--- src/rtl/regmap_pkg.sv ---
`default_nettype none

package regmap_pkg;

    localparam int ADDR_W = 8;
    localparam int DATA_W = 32;

    // Register word addresses
    typedef enum logic [ADDR_W-1:0] {
        REG_THRESH_LO = 8'h00,  // RW, luma must be above this
        REG_THRESH_HI = 8'h04,  // RW, luma must be at or below this
        REG_MODE      = 8'h08,  // RW, display mode
        REG_CENTROID  = 8'h0C,  // RO
        REG_COUNT     = 8'h10,  // RO, masked pixels of last frame
        REG_FRAME     = 8'h14   // RO, frames completed
    } reg_addr_e;

    localparam logic [7:0] THRESH_LO_RST = 8'h80;
    localparam logic [7:0] THRESH_HI_RST = 8'hFF;

    // REG_CENTROID fields, x sits at bit 0
    localparam int CENT_Y_LSB     = 16;
    localparam int CENT_VALID_BIT = 31;

    localparam int FRAME_W = 16;

endpackage

`default_nettype wire

--- src/rtl/video_pkg.sv ---
`default_nettype none

package video_pkg;

    localparam int RGB565_W = 16;  // Camera pixel, 5:6:5
    localparam int CHAN_W   = 8;
    localparam int RGB888_W = 24;  // Display pixel, 8:8:8
    localparam int COORD_W  = 11;  // Wide enough for hcount up to 2047

    // What the pixel output shows
    typedef enum logic [1:0] {
        MODE_CAMERA = 2'd0,
        MODE_LUMA   = 2'd1,
        MODE_MASK   = 2'd2,
        MODE_TRACK  = 2'd3   // Camera with crosshair on the centroid
    } display_mode_e;

    localparam logic [RGB888_W-1:0] CROSS_COLOR = 24'h00FF00;

endpackage

`default_nettype wire

--- src/rtl/apb_regs.sv ---
`default_nettype none

module apb_regs (
    input  wire                              clk_pixel,
    input  wire                              recent_reset,
    input  wire                              psel_i,
    input  wire                              penable_i,
    input  wire                              pwrite_i,
    input  wire  [regmap_pkg::ADDR_W-1:0]    paddr_i,
    input  wire  [regmap_pkg::DATA_W-1:0]    pwdata_i,
    input  wire  [video_pkg::COORD_W-1:0]    cx_i,
    input  wire  [video_pkg::COORD_W-1:0]    cy_i,
    input  wire                              have_centroid_i,
    input  wire  [regmap_pkg::DATA_W-1:0]    pix_count_i,
    input  wire  [regmap_pkg::FRAME_W-1:0]   frame_count_i,
    output logic [regmap_pkg::DATA_W-1:0]    prdata_o,
    output logic                             pready_o,
    output logic                             pslverr_o,
    output logic [video_pkg::CHAN_W-1:0]     thresh_lo_o,
    output logic [video_pkg::CHAN_W-1:0]     thresh_hi_o,
    output video_pkg::display_mode_e         mode_o
);

    logic mapped;
    logic writable;
    logic access;
    logic bad_access;

    assign access     = psel_i && penable_i;
    assign bad_access = !mapped || (pwrite_i && !writable);
    assign pready_o   = 1'b1;  // Never any wait states
    assign pslverr_o  = access && bad_access;

    // Address decode and read mux
    always_comb begin
        prdata_o = '0;
        mapped   = 1'b1;
        writable = 1'b0;
        case (paddr_i)
            regmap_pkg::REG_THRESH_LO: begin
                prdata_o[video_pkg::CHAN_W-1:0] = thresh_lo_o;
                writable = 1'b1;
            end
            regmap_pkg::REG_THRESH_HI: begin
                prdata_o[video_pkg::CHAN_W-1:0] = thresh_hi_o;
                writable = 1'b1;
            end
            regmap_pkg::REG_MODE: begin
                prdata_o[1:0] = mode_o;
                writable = 1'b1;
            end
            regmap_pkg::REG_CENTROID: begin
                prdata_o[video_pkg::COORD_W-1:0] = cx_i;
                prdata_o[regmap_pkg::CENT_Y_LSB +: video_pkg::COORD_W] = cy_i;
                prdata_o[regmap_pkg::CENT_VALID_BIT] = have_centroid_i;
            end
            regmap_pkg::REG_COUNT: prdata_o = pix_count_i;
            regmap_pkg::REG_FRAME: prdata_o[regmap_pkg::FRAME_W-1:0] = frame_count_i;
            default: mapped = 1'b0;
        endcase
    end

    always_ff @(posedge clk_pixel) begin
        if (recent_reset) begin
            thresh_lo_o <= regmap_pkg::THRESH_LO_RST;
            thresh_hi_o <= regmap_pkg::THRESH_HI_RST;
            mode_o      <= video_pkg::MODE_CAMERA;
        end else if (access && pwrite_i && !bad_access) begin
            case (paddr_i)
                regmap_pkg::REG_THRESH_LO: thresh_lo_o <= pwdata_i[video_pkg::CHAN_W-1:0];
                regmap_pkg::REG_THRESH_HI: thresh_hi_o <= pwdata_i[video_pkg::CHAN_W-1:0];
                regmap_pkg::REG_MODE:      mode_o <= video_pkg::display_mode_e'(pwdata_i[1:0]);
                default: ;
            endcase
        end
    end

    // Master must hold psel through the access phase
    a_penable_with_psel: assert property (
        @(posedge clk_pixel) disable iff (recent_reset) penable_i |-> psel_i);

endmodule

`default_nettype wire

--- src/rtl/centroid_tracker.sv ---
`default_nettype none

module centroid_tracker #(
    parameter int H_RES = 1280,
    parameter int V_RES = 720
) (
    input  wire                             clk_pixel,
    input  wire                             recent_reset,
    input  wire                             valid_i,
    input  wire  [video_pkg::COORD_W-1:0]   hcount_i,
    input  wire  [video_pkg::COORD_W-1:0]   vcount_i,
    input  wire                             mask_i,
    output logic [video_pkg::COORD_W-1:0]   cx_o,
    output logic [video_pkg::COORD_W-1:0]   cy_o,
    output logic                            have_centroid_o,
    output logic [regmap_pkg::DATA_W-1:0]   pix_count_o,
    output logic [regmap_pkg::FRAME_W-1:0]  frame_count_o
);

    localparam int CNT_W = $clog2(H_RES * V_RES + 1);
    localparam int SUM_W = video_pkg::COORD_W + CNT_W;  // Every coordinate is below 2^COORD_W

    logic [SUM_W-1:0] sum_x_q, sum_y_q, sum_x_next, sum_y_next;
    logic [CNT_W-1:0] cnt_q, cnt_next, cnt_snap_q;
    logic [SUM_W-1:0] divisor, quot_x, quot_y;
    logic             hit, last_pix, start;
    logic             busy_x, busy_y, done_x, done_y;

    assign hit      = valid_i && mask_i;
    assign last_pix = valid_i && (hcount_i == video_pkg::COORD_W'(H_RES - 1))
                              && (vcount_i == video_pkg::COORD_W'(V_RES - 1));

    // Running sums including the pixel now in the stage
    assign sum_x_next = sum_x_q + (hit ? SUM_W'(hcount_i) : '0);
    assign sum_y_next = sum_y_q + (hit ? SUM_W'(vcount_i) : '0);
    assign cnt_next   = cnt_q + CNT_W'(hit);
    assign divisor    = SUM_W'(cnt_next);
    assign start      = last_pix && (cnt_next != '0);  // Dividers latch the frame totals

    always_ff @(posedge clk_pixel) begin
        if (recent_reset || last_pix) begin  // Clear for the next frame
            sum_x_q <= '0;
            sum_y_q <= '0;
            cnt_q   <= '0;
        end else begin
            sum_x_q <= sum_x_next;
            sum_y_q <= sum_y_next;
            cnt_q   <= cnt_next;
        end
    end

    always_ff @(posedge clk_pixel) begin
        if (start) cnt_snap_q <= cnt_next;
    end

    always_ff @(posedge clk_pixel) begin
        if (recent_reset) begin
            cx_o            <= '0;
            cy_o            <= '0;
            have_centroid_o <= 1'b0;
            pix_count_o     <= '0;
            frame_count_o   <= '0;
        end else if (last_pix && cnt_next == '0) begin
            pix_count_o   <= '0;  // Empty frame keeps the old centroid
            frame_count_o <= frame_count_o + 1'b1;
        end else if (done_x && done_y) begin
            cx_o            <= quot_x[video_pkg::COORD_W-1:0];
            cy_o            <= quot_y[video_pkg::COORD_W-1:0];
            have_centroid_o <= 1'b1;
            pix_count_o     <= regmap_pkg::DATA_W'(cnt_snap_q);
            frame_count_o   <= frame_count_o + 1'b1;
        end
    end

    serial_divider #(.WIDTH(SUM_W)) div_x_i (
        .clk_pixel   (clk_pixel),
        .recent_reset(recent_reset),
        .start_i     (start),
        .dividend_i  (sum_x_next),
        .divisor_i   (divisor),
        .quotient_o  (quot_x),
        .busy_o      (busy_x),
        .done_o      (done_x)
    );

    serial_divider #(.WIDTH(SUM_W)) div_y_i (
        .clk_pixel   (clk_pixel),
        .recent_reset(recent_reset),
        .start_i     (start),
        .dividend_i  (sum_y_next),
        .divisor_i   (divisor),
        .quotient_o  (quot_y),
        .busy_o      (busy_y),
        .done_o      (done_y)
    );

    // A frame never ends while the dividers still work on the previous one
    a_frame_end_when_idle: assert property (@(posedge clk_pixel) disable iff (recent_reset)
        last_pix |-> (!busy_x && !busy_y));

endmodule

`default_nettype wire

--- src/rtl/overlay_mux.sv ---
`default_nettype none

module overlay_mux (
    input  wire                             clk_pixel,
    input  wire                             recent_reset,
    input  wire                             valid_i,
    input  wire  [video_pkg::COORD_W-1:0]   hcount_i,
    input  wire  [video_pkg::COORD_W-1:0]   vcount_i,
    input  wire  [video_pkg::RGB888_W-1:0]  rgb_i,
    input  wire  [video_pkg::CHAN_W-1:0]    luma_i,
    input  wire                             mask_i,
    input  wire  video_pkg::display_mode_e  mode_i,
    input  wire  [video_pkg::COORD_W-1:0]   cx_i,
    input  wire  [video_pkg::COORD_W-1:0]   cy_i,
    input  wire                             have_centroid_i,
    output logic                            out_valid_o,
    output logic [video_pkg::COORD_W-1:0]   out_hcount_o,
    output logic [video_pkg::COORD_W-1:0]   out_vcount_o,
    output logic [video_pkg::RGB888_W-1:0]  out_rgb_o
);

    logic                           on_cross;
    logic [video_pkg::RGB888_W-1:0] pixel;

    assign on_cross = have_centroid_i && (hcount_i == cx_i || vcount_i == cy_i);

    always_comb begin
        case (mode_i)
            video_pkg::MODE_LUMA:  pixel = {3{luma_i}};  // Grey scale
            video_pkg::MODE_MASK:  pixel = mask_i ? 24'hFFFFFF : 24'h000000;
            video_pkg::MODE_TRACK: pixel = on_cross ? video_pkg::CROSS_COLOR : rgb_i;
            default:               pixel = rgb_i;
        endcase
    end

    always_ff @(posedge clk_pixel) begin
        if (recent_reset)
            out_valid_o <= 1'b0;
        else
            out_valid_o <= valid_i;
    end

    always_ff @(posedge clk_pixel) begin
        out_hcount_o <= hcount_i;
        out_vcount_o <= vcount_i;
        out_rgb_o    <= pixel;
    end

endmodule

`default_nettype wire

--- src/rtl/pixel_mask.sv ---
`default_nettype none

module pixel_mask #(
    parameter int H_RES = 1280,
    parameter int V_RES = 720
) (
    input  wire                             clk_pixel,
    input  wire                             recent_reset,
    input  wire                             pix_valid_i,
    input  wire  [video_pkg::RGB565_W-1:0]  pix_data_i,
    input  wire  [video_pkg::COORD_W-1:0]   hcount_i,
    input  wire  [video_pkg::COORD_W-1:0]   vcount_i,
    input  wire  [video_pkg::CHAN_W-1:0]    thresh_lo_i,
    input  wire  [video_pkg::CHAN_W-1:0]    thresh_hi_i,
    output logic                            valid_o,
    output logic [video_pkg::COORD_W-1:0]   hcount_o,
    output logic [video_pkg::COORD_W-1:0]   vcount_o,
    output logic [video_pkg::RGB888_W-1:0]  rgb_o,
    output logic [video_pkg::CHAN_W-1:0]    luma_o,
    output logic                            mask_o
);

    logic [video_pkg::CHAN_W-1:0] r8, g8, b8;
    logic [10:0]                  luma_sum;  // 2r + 5g + b, at most 2040
    logic [video_pkg::CHAN_W-1:0] luma;

    assign r8 = {pix_data_i[15:11], 3'b000};
    assign g8 = {pix_data_i[10:5], 2'b00};
    assign b8 = {pix_data_i[4:0], 3'b000};

    assign luma_sum = 11'({r8, 1'b0}) + 11'(g8) * 11'd5 + 11'(b8);
    assign luma     = luma_sum[10:3];  // Divide by 8

    always_ff @(posedge clk_pixel) begin
        if (recent_reset)
            valid_o <= 1'b0;
        else
            valid_o <= pix_valid_i;
    end

    always_ff @(posedge clk_pixel) begin
        hcount_o <= hcount_i;
        vcount_o <= vcount_i;
        rgb_o    <= {r8, g8, b8};
        luma_o   <= luma;
        mask_o   <= (luma > thresh_lo_i) && (luma <= thresh_hi_i);  // Window is (lo, hi]
    end

    a_coords_in_frame: assert property (@(posedge clk_pixel) disable iff (recent_reset)
        pix_valid_i |-> (hcount_i < H_RES) && (vcount_i < V_RES));

endmodule

`default_nettype wire

--- src/rtl/serial_divider.sv ---
`default_nettype none

module serial_divider #(
    parameter int WIDTH = 32
) (
    input  wire              clk_pixel,
    input  wire              recent_reset,
    input  wire              start_i,
    input  wire  [WIDTH-1:0] dividend_i,
    input  wire  [WIDTH-1:0] divisor_i,
    output logic [WIDTH-1:0] quotient_o,
    output logic             busy_o,
    output logic             done_o
);

    typedef enum logic [1:0] {IDLE, SHIFT, DONE} state_e;

    state_e                     state_q;
    logic [$clog2(WIDTH+1)-1:0] step_q;     // Steps left in SHIFT
    logic [WIDTH-1:0]           rem_q;
    logic [WIDTH-1:0]           divisor_q;
    logic [WIDTH:0]             rem_shift;  // Remainder with next dividend bit brought in

    // Quotient register doubles as the dividend shift register
    assign rem_shift = {rem_q, quotient_o[WIDTH-1]};
    assign busy_o    = (state_q != IDLE);
    assign done_o    = (state_q == DONE);

    always_ff @(posedge clk_pixel) begin
        if (recent_reset) begin
            state_q <= IDLE;
            step_q  <= '0;
        end else begin
            case (state_q)
                IDLE: if (start_i) begin
                    state_q <= SHIFT;
                    step_q  <= ($clog2(WIDTH+1))'(WIDTH);
                end
                SHIFT: begin
                    step_q <= step_q - 1'b1;
                    if (step_q == 1) state_q <= DONE;
                end
                DONE:    state_q <= IDLE;  // One-cycle done pulse
                default: state_q <= IDLE;
            endcase
        end
    end

    always_ff @(posedge clk_pixel) begin
        if (state_q == IDLE && start_i) begin
            quotient_o <= dividend_i;
            rem_q      <= '0;
            divisor_q  <= divisor_i;
        end else if (state_q == SHIFT) begin
            if (rem_shift >= {1'b0, divisor_q}) begin  // Trial subtract fits
                rem_q      <= WIDTH'(rem_shift - {1'b0, divisor_q});
                quotient_o <= {quotient_o[WIDTH-2:0], 1'b1};
            end else begin
                rem_q      <= rem_shift[WIDTH-1:0];  // Restore
                quotient_o <= {quotient_o[WIDTH-2:0], 1'b0};
            end
        end
    end

    a_no_start_when_busy: assert property (
        @(posedge clk_pixel) disable iff (recent_reset) start_i |-> !busy_o);

endmodule

`default_nettype wire

--- src/rtl/tracker_top.sv ---
`default_nettype none

module tracker_top #(
    parameter int H_RES = 1280,
    parameter int V_RES = 720
) (
    input  wire                             clk_pixel,
    input  wire                             recent_reset,
    // Pixel input
    input  wire                             pix_valid_i,
    input  wire  [video_pkg::RGB565_W-1:0]  pix_data_i,
    input  wire  [video_pkg::COORD_W-1:0]   hcount_i,
    input  wire  [video_pkg::COORD_W-1:0]   vcount_i,
    // APB slave
    input  wire                             psel_i,
    input  wire                             penable_i,
    input  wire                             pwrite_i,
    input  wire  [regmap_pkg::ADDR_W-1:0]   paddr_i,
    input  wire  [regmap_pkg::DATA_W-1:0]   pwdata_i,
    output logic [regmap_pkg::DATA_W-1:0]   prdata_o,
    output logic                            pready_o,
    output logic                            pslverr_o,
    // Pixel output
    output logic                            out_valid_o,
    output logic [video_pkg::RGB888_W-1:0]  out_rgb_o,
    output logic [video_pkg::COORD_W-1:0]   out_hcount_o,
    output logic [video_pkg::COORD_W-1:0]   out_vcount_o
);

    logic [video_pkg::CHAN_W-1:0]    thresh_lo, thresh_hi;
    video_pkg::display_mode_e        mode;
    logic                            st_valid, st_mask;  // pixel_mask stage
    logic [video_pkg::COORD_W-1:0]   st_hcount, st_vcount;
    logic [video_pkg::RGB888_W-1:0]  st_rgb;
    logic [video_pkg::CHAN_W-1:0]    st_luma;
    logic [video_pkg::COORD_W-1:0]   cx, cy;
    logic                            have_centroid;
    logic [regmap_pkg::DATA_W-1:0]   pix_count;
    logic [regmap_pkg::FRAME_W-1:0]  frame_count;

    apb_regs regs_i (
        .clk_pixel(clk_pixel), .recent_reset(recent_reset),
        .psel_i(psel_i), .penable_i(penable_i), .pwrite_i(pwrite_i),
        .paddr_i(paddr_i), .pwdata_i(pwdata_i),
        .cx_i(cx), .cy_i(cy), .have_centroid_i(have_centroid),
        .pix_count_i(pix_count), .frame_count_i(frame_count),
        .prdata_o(prdata_o), .pready_o(pready_o), .pslverr_o(pslverr_o),
        .thresh_lo_o(thresh_lo), .thresh_hi_o(thresh_hi), .mode_o(mode)
    );

    pixel_mask #(.H_RES(H_RES), .V_RES(V_RES)) mask_i (
        .clk_pixel(clk_pixel), .recent_reset(recent_reset),
        .pix_valid_i(pix_valid_i), .pix_data_i(pix_data_i),
        .hcount_i(hcount_i), .vcount_i(vcount_i),
        .thresh_lo_i(thresh_lo), .thresh_hi_i(thresh_hi),
        .valid_o(st_valid), .hcount_o(st_hcount), .vcount_o(st_vcount),
        .rgb_o(st_rgb), .luma_o(st_luma), .mask_o(st_mask)
    );

    centroid_tracker #(.H_RES(H_RES), .V_RES(V_RES)) tracker_i (
        .clk_pixel(clk_pixel), .recent_reset(recent_reset),
        .valid_i(st_valid), .hcount_i(st_hcount), .vcount_i(st_vcount), .mask_i(st_mask),
        .cx_o(cx), .cy_o(cy), .have_centroid_o(have_centroid),
        .pix_count_o(pix_count), .frame_count_o(frame_count)
    );

    overlay_mux overlay_i (
        .clk_pixel(clk_pixel), .recent_reset(recent_reset),
        .valid_i(st_valid), .hcount_i(st_hcount), .vcount_i(st_vcount),
        .rgb_i(st_rgb), .luma_i(st_luma), .mask_i(st_mask), .mode_i(mode),
        .cx_i(cx), .cy_i(cy), .have_centroid_i(have_centroid),
        .out_valid_o(out_valid_o), .out_hcount_o(out_hcount_o),
        .out_vcount_o(out_vcount_o), .out_rgb_o(out_rgb_o)
    );

endmodule

`default_nettype wire

--- config.mk ---
export PLATFORM = sky130hd
export DESIGN_NAME = tracker_top
export DESIGN_NICKNAME = d
export VERILOG_FILES = /design/src/rtl/regmap_pkg.sv /design/src/rtl/video_pkg.sv /design/src/rtl/apb_regs.sv /design/src/rtl/centroid_tracker.sv /design/src/rtl/overlay_mux.sv /design/src/rtl/pixel_mask.sv /design/src/rtl/serial_divider.sv /design/src/rtl/tracker_top.sv
export SDC_FILE = /design/constraint.sdc
export NUM_CORES = 1
export LEC_CHECK = 0
export BUFFER_PORTS_ARGS = -buffer_cell sky130_fd_sc_hd__buf_2
export CAP_MARGIN = 20
export CORE_MARGIN = 1.5
export CORE_UTILIZATION = 61
export DETAILED_ROUTE_END_ITERATION = 10
export PLACE_DENSITY = 0.81
export SLEW_MARGIN = 10
export SYNTH_ARGS = -nofsm -noshare
export SYNTH_HDL_FRONTEND = slang
export SYNTH_SLANG_ARGS = --single-unit
--- constraint.sdc ---
create_clock -name clk_pixel -period 6.35 [get_ports clk_pixel]
set_input_delay 0.9525 -clock clk_pixel [delete_from_list [all_inputs] [get_ports clk_pixel]]
set_output_delay 0.9525 -clock clk_pixel [all_outputs]
set_load 0.02 [all_outputs]
* After elaboration in Yosys (flattened, before gate mapping)
Index checks and enable logic that the tools add are counted.
** Storage, ports and cells
- Bits in registers :: 452
- Bits of input ports :: 84
- Output and inout port bits :: 81
- Logic and storage cells :: 143
** Cells by class
- Add/sub/neg operators :: 10
- $mul :: 1
- $lt $le $gt $ge :: 4
- Eq/ne operators :: 22
- Multiplexer cells :: 31
- Bitwise gates (word level) :: 1
- Reduce and logical (&&, ||, !) cells :: 42
** Operator list (number)
- $mux W31 :: 6
- $pmux W24 S3 :: 1
- $ge A32 B20 Y1 :: 2
- $add A31 B31 Y31 :: 2
- $sub A31 B20 Y31 :: 2
- $mux W24 :: 2
- $mux W16 :: 2
- $pmux W5 S2 :: 3
- $pmux W6 S5 :: 1
- $eq A11 B11 Y1 :: 2
- $mux W11 :: 2
- $pmux W11 S2 :: 1
- $add A20 B1 Y20 :: 1
- $logic_not A20 Y1 :: 1
- $reduce_bool A20 Y1 :: 1
- $add A16 B1 Y16 const B :: 1
- $eq A8 B4 Y1 const B :: 2
- $eq A8 B5 Y1 const B :: 2
- $reduce_and A2 Y1 :: 8
- $logic_and A1 B1 Y1 :: 15
- $pmux W2 S6 :: 1
- $add A11 B8 Y11 :: 1
- $add A9 B11 Y11 :: 1
- $eq A11 B10 Y1 const B :: 1
- other kinds (25) :: 50

* Logic depth before layout (Yosys ltp)
- Word-level depth :: 9
- Gate-level depth with buffers :: 17
- Gate-level depth less buffers :: 17

* Modules after synthesis
Synthesis repeated with hierarchy kept, for this count alone.
** Second synthesis, totals
- Cells, all modules :: 2654
- Area total of the unflattened synthesis :: 24763.8 um^2
** Modules (own cells, without submodules)
- serial_divider :: times used 2, cells each 619, area each 5711.7 um^2, seq. area each 2622.5 um^2
- centroid_tracker :: times used 1, cells each 897, area each 8085.3 um^2, seq. area each 3423.3 um^2
- pixel_mask :: times used 1, cells each 170, area each 1970.6 um^2, seq. area each 960.9 um^2
- overlay_mux :: times used 1, cells each 177, area each 1818.0 um^2, seq. area each 940.9 um^2
- apb_regs :: times used 1, cells each 172, area each 1466.4 um^2, seq. area each 360.3 um^2

* Worst setup path after synthesis
OpenSTA, ideal clock, no wires.
- Path type :: flip-flop to flip-flop
- From :: reg mask_i.mask_o
- To :: reg tracker_i.div_y_i.divisor_q[0] (enable)
- Setup time :: 0.448 ns
- Arrival :: 4.057 ns
- Required time :: 5.902 ns
- Path slack :: 1.845 ns
- Stages on the path, launching flop included :: 11
- Buffers on the path :: 1
- Period minus slack after synthesis :: 4.505 ns
- Cell sequence :: dfxtp_1 > and2_1 > ha_1 > ha_1 > buf_2 > nand3_2 > nor4_4 > nor3_1 > o211ai_2 > nor3_2 > nor4_1
** Between the ends
- Longest elaborated chain between the ends :: 5
** RTL lines
- start: declaration :: line pixel_mask.sv:20 : output logic mask_o
- start signal: assignment :: line pixel_mask.sv:46 : mask_o <= (luma > thresh_lo_i) && (luma <= thresh_hi_i);
- $logic_and A1 B1 Y1 :: line centroid_tracker.sv:29 : assign hit = valid_i && mask_i;
- $add A20 B1 Y20 :: line centroid_tracker.sv:36 : assign cnt_next = cnt_q + CNT_W'(hit);
- $reduce_bool A20 Y1 :: line centroid_tracker.sv:38 : assign start = last_pix && (cnt_next != '0);
- $logic_and A1 B1 Y1 :: line centroid_tracker.sv:38
- $logic_and A1 B1 Y1 :: line serial_divider.sv:50 : if (state_q == IDLE && start_i) begin
- end signal: assignment :: line serial_divider.sv:53 : divisor_q <= divisor_i;
- end: declaration :: line serial_divider.sv:21 : logic [WIDTH-1:0] divisor_q;
No other way between the ends.
A chain may end at the register's enable or synchronous reset.

* Final worst setup path
- From :: reg mask_i.valid_o
- To :: reg tracker_i.div_x_i.quotient_o[19] (data pin)
** Between the ends
- Longest elaborated chain between the ends :: 6
- Elaborated cells between the ends (all ways) :: 10
- Those cells by class :: add/sub: 2; mux: 2; reduce/logical: 6
** RTL lines
- start: declaration :: line pixel_mask.sv:15 : output logic valid_o,
- start signal: assignment :: line pixel_mask.sv:38 : valid_o <= pix_valid_i;
- $logic_and A1 B1 Y1 :: line centroid_tracker.sv:29
- $add A20 B1 Y20 :: line centroid_tracker.sv:36
- $reduce_bool A20 Y1 :: line centroid_tracker.sv:38
- $logic_and A1 B1 Y1 :: line centroid_tracker.sv:38
- $logic_and A1 B1 Y1 :: line serial_divider.sv:50
- $mux W31 * :: line serial_divider.sv:50
- end signal: assignment :: line serial_divider.sv:51 : quotient_o <= dividend_i;
- end signal: assignment :: line serial_divider.sv:57 : quotient_o <= {quotient_o[WIDTH-2:0], 1'b1};
- end signal: assignment :: line serial_divider.sv:60 : quotient_o <= {quotient_o[WIDTH-2:0], 1'b0};
- end: declaration :: line serial_divider.sv:11 : output logic [WIDTH-1:0] quotient_o,
Every way passes the cells marked *; elsewhere a longest branch is shown, timed or not.

==> results.cfg <==
[worst_setup_path]
timing.critical_path.to_type = flop
setup.worst_path.start_class = flop
timing.rr.start = mask_i.valid_o
crit_fanout = 50
category_of_the_critical_setup_timing_path = flop to flop
cp_data_required_time_ns = 6.64
worstPathArrival_ns = 5.04
critical_path.reg2reg.endpoint = tracker_i.div_x_i.quotient_o[19]
worst-r2r-setup-slack_ns = 1.60
reg2reg_depth = 11

[sta]
final.setup_skew_ns = 0.0276
finalWorstSetupSlack_ns = 1.60
report.final.setup_viol = 0
hold_viol = 0
min_period_ns = 4.75
drv_slew = 0
setup-tns-final_ns = 0
achievable-frequency_mhz = 210
rsz0062_at_grt = false
tightestPinTransition_ns = 1.00
final_min_period_over_clock_period_pct = 74.8
slew_headroom_pct = 33.2

[global_route]
grt.total_usage_pct = 27.2
first_global_vias = 16600
antenna_found_initial = 1
globalRouteOverflowTotal = 0
grt_first_pass_wirelength_um = 81600
grt_max_degree = 89

[clock_tree]
tritoncts.num_buffers = 46
clock_sink_count = 449
ctsResizeCount = 0
clk_path_buf_depth = 3
clock_insertion_delay_worst_skew_ns = 0.57
post-cts-setup-buffers = 0
clockRootBuffer = sky130_fd_sc_hd__clkbuf_16
tritoncts = done
htree_levels = 2
path_clk_slew_ns = 0.06
cts_hold_buf = 0

[placed_design]
place_hpwl_um = 34600
finalWeightedCongestion = 0.898
dp_slack_ns = 1.62
place.port_buffers = 135

[yosys]
synth_edf_count = 122
yosys.cell_count.top_type = sky130_fd_sc_hd__dfxtp_1
synth_common_cells = 327 x sky130_fd_sc_hd__dfxtp_1, 262 x sky130_fd_sc_hd__nand2_1, 196 x sky130_fd_sc_hd__nor2_1, 153 x sky130_fd_sc_hd__a21oi_1, 137 x sky130_fd_sc_hd__o21ai_0
synth_largest_type_area_fraction_pct = 30.0
synth_cell_type_count = 87
yosysTopAreaCell = sky130_fd_sc_hd__dfxtp_1
postSynthCellCount = 2344
synthesis.area_mm2 = 0.0219
synth_flop_cell = sky130_fd_sc_hd__dfxtp_1
synthesis.area_per_instance_um2 = 9.32
synth-seq-cells = 449
synth.yosys.warnings = 0
asyncSetResetFlopFracSynth_pct = 0
ys_seq_area_share_pct = 46.7
most_area_consuming_cells_after_synthesis = sky130_fd_sc_hd__dfxtp_1 30%, sky130_fd_sc_hd__edfxtp_1 17%, sky130_fd_sc_hd__ha_1 5.8%

[power]
power.density_cell_area_mw_per_mm2 = 273
leakagePower_nw = 10.1
worst_ir_drop_vdd_mv = 0.268

[drt]
routedWlPerCell_um = 17.4
drc = 0
antenna_violation_net_count_after_detailed_routing = 0
dr.first_iter.drc_count = 1214
wl_um = 50900
drt_pre_antenna_iters = 5
detailed_route_via_count = 17400
mean_number_of_vias_per_cell = 5.93

[floorplan]
core_mm2 = 0.0354
chipHeight_um = 192
floorplan.initialDensity_pct = 61.7
design.portCount = 165
die_area_mm2 = 0.0370
die-width_um = 192
core.rowCount = 69

[hold_path]
min-delay-start = mask_i.vcount_o[8]
worstHoldEndpoint = overlay_i.out_vcount_o[8]
timing.hold.worst.class = flop to flop
worstHoldPathCells = 0

[flow_run]
cap_viol_max_count = 0

[layout]
final_nets = 2626
fillers = 2679
diodes = 0
share_of_cells_above_drive_strength_1_pct = 11.1
area.growth.synth_to_final_pct = 11.4
finalCoreUtilization_pct = 68.8

[run_status]
run_status = completed
[power by group]
group	switching (mW)	internal [mW]	total [mW]
clock	1.14	1.52	2.66
combinational	0.496	0.370	0.865
sequential	0.0778	3.03	3.11
total	1.71	4.92	6.64
[critical path, cell delays in order (launching register included)]
cell                       delay (ns)
sky130_fd_sc_hd__dfxtp_1         0.75
sky130_fd_sc_hd__and2_1          0.32
sky130_fd_sc_hd__ha_1            0.29
sky130_fd_sc_hd__ha_1            0.34
sky130_fd_sc_hd__nand3_2         0.24
sky130_fd_sc_hd__or3_1           0.46
sky130_fd_sc_hd__o32ai_1         0.16
sky130_fd_sc_hd__o211ai_2        0.20
sky130_fd_sc_hd__nor3_2          0.43
sky130_fd_sc_hd__nand3b_1        0.55
sky130_fd_sc_hd__buf_4           0.51
sky130_fd_sc_hd__o21ai_0         0.18
[sequential cells by signal, summed over array words and instances, names as in the netlist, 21 cells and up]
| name | cells |
|---|---|
| overlay_i.out_rgb_o | 21 |
| tracker_i.div_x_i.quotient_o | 31 |
| tracker_i.div_x_i.rem_q | 31 |
| tracker_i.div_y_i.quotient_o | 31 |
| tracker_i.div_y_i.rem_q | 31 |
| tracker_i.sum_x_q | 31 |
| tracker_i.sum_y_q | 31 |
[cell families after synthesis]
kind of cell    synth area share (%)
other cells                   0.0344
compound gates                  14.1
flops                           46.7
xor+xnor                        6.89
buf+inv                         4.29
simple gates                    19.0
mux                             2.26
fa+ha+maj                       6.70
[cell type report]
class                   count  area, um2  area share (%)
well taps                 461        577            2.37
inverters                 106        398            1.63
clock inverters            24        184           0.756
flip-flops and latches    449      10200            41.9
repair buffers            160        881            3.62
multi-input cells        1668      10800            44.2
clock buffers              62       1330            5.45
[how the worst max path moves through the flow]
stage | startpoint | to | slack, ns | depth (start not counted)
after floorplan | mask_i.mask_o | tracker_i.div_y_i.divisor_q[0] | 1.84 | 10
after global placement | pix_data_i[6] | mask_i.mask_o | 1.66 | 18
after detailed placement | pix_data_i[6] | mask_i.mask_o | 1.62 | 18
after CTS | mask_i.valid_o | tracker_i.div_x_i.quotient_o[29] | 1.66 | 11
after global routing | mask_i.valid_o | tracker_i.div_x_i.quotient_o[17] | 1.22 | 11
final | mask_i.valid_o | tracker_i.div_x_i.quotient_o[19] | 1.60 | 11
[cell usage in the layout, fill, tap and decap left out, types with 7 or more instances in the layout]
master / count
sky130_fd_sc_hd__a211o_1: 13
sky130_fd_sc_hd__a211oi_1: 13
sky130_fd_sc_hd__a21o_1: 27
sky130_fd_sc_hd__a21oi_1: 152
sky130_fd_sc_hd__a22o_1: 22
sky130_fd_sc_hd__and2_1: 19
sky130_fd_sc_hd__and3_1: 53
sky130_fd_sc_hd__and4_1: 9
sky130_fd_sc_hd__buf_2: 136
sky130_fd_sc_hd__buf_4: 23
sky130_fd_sc_hd__clkbuf_1: 9
sky130_fd_sc_hd__clkbuf_16: 50
sky130_fd_sc_hd__clkinv_2: 9
sky130_fd_sc_hd__dfxtp_1: 327
sky130_fd_sc_hd__edfxtp_1: 122
sky130_fd_sc_hd__fa_1: 10
sky130_fd_sc_hd__ha_1: 101
sky130_fd_sc_hd__inv_1: 106
sky130_fd_sc_hd__mux2i_1: 37
sky130_fd_sc_hd__nand2_1: 262
sky130_fd_sc_hd__nand2b_1: 23
sky130_fd_sc_hd__nand3_1: 71
sky130_fd_sc_hd__nand4_1: 29
sky130_fd_sc_hd__nor2_1: 196
sky130_fd_sc_hd__nor2b_1: 52
sky130_fd_sc_hd__nor3_1: 46
sky130_fd_sc_hd__nor4_1: 16
sky130_fd_sc_hd__o2111ai_1: 9
sky130_fd_sc_hd__o211ai_1: 20
sky130_fd_sc_hd__o21a_1: 10
sky130_fd_sc_hd__o21ai_0: 137
sky130_fd_sc_hd__o21ai_1: 11
sky130_fd_sc_hd__o22ai_1: 15
sky130_fd_sc_hd__o31ai_1: 7
sky130_fd_sc_hd__or3_1: 11
sky130_fd_sc_hd__or4_1: 8
sky130_fd_sc_hd__xnor2_1: 99
sky130_fd_sc_hd__xor2_1: 73
[through the flow]
stage               power [mW]  hold WS, ns  cells  area (um2)
global placement          3.97        0.384   2842       22800
floorplan                 3.80        0.367   2347       21900
detailed placement        4.01        0.392   2842       22800
finish                    6.64        0.403   2930       24300
CTS                       6.66        0.400   2928       24300
global route              6.90        0.414   2930       24300
[layer usage]
layer | part of all wire [%] | GRT usage [%] | wire, um
met1 | 43 | 35.6 | 22100
met2 | 48 | 45.8 | 24300
met3 | 6.4 | 4.35 | 3270
met4 | 2.5 | 9.54 | 1250
met5 | 0 | 0 | 0
Note: power is estimated with default switching activity, not from simulation.
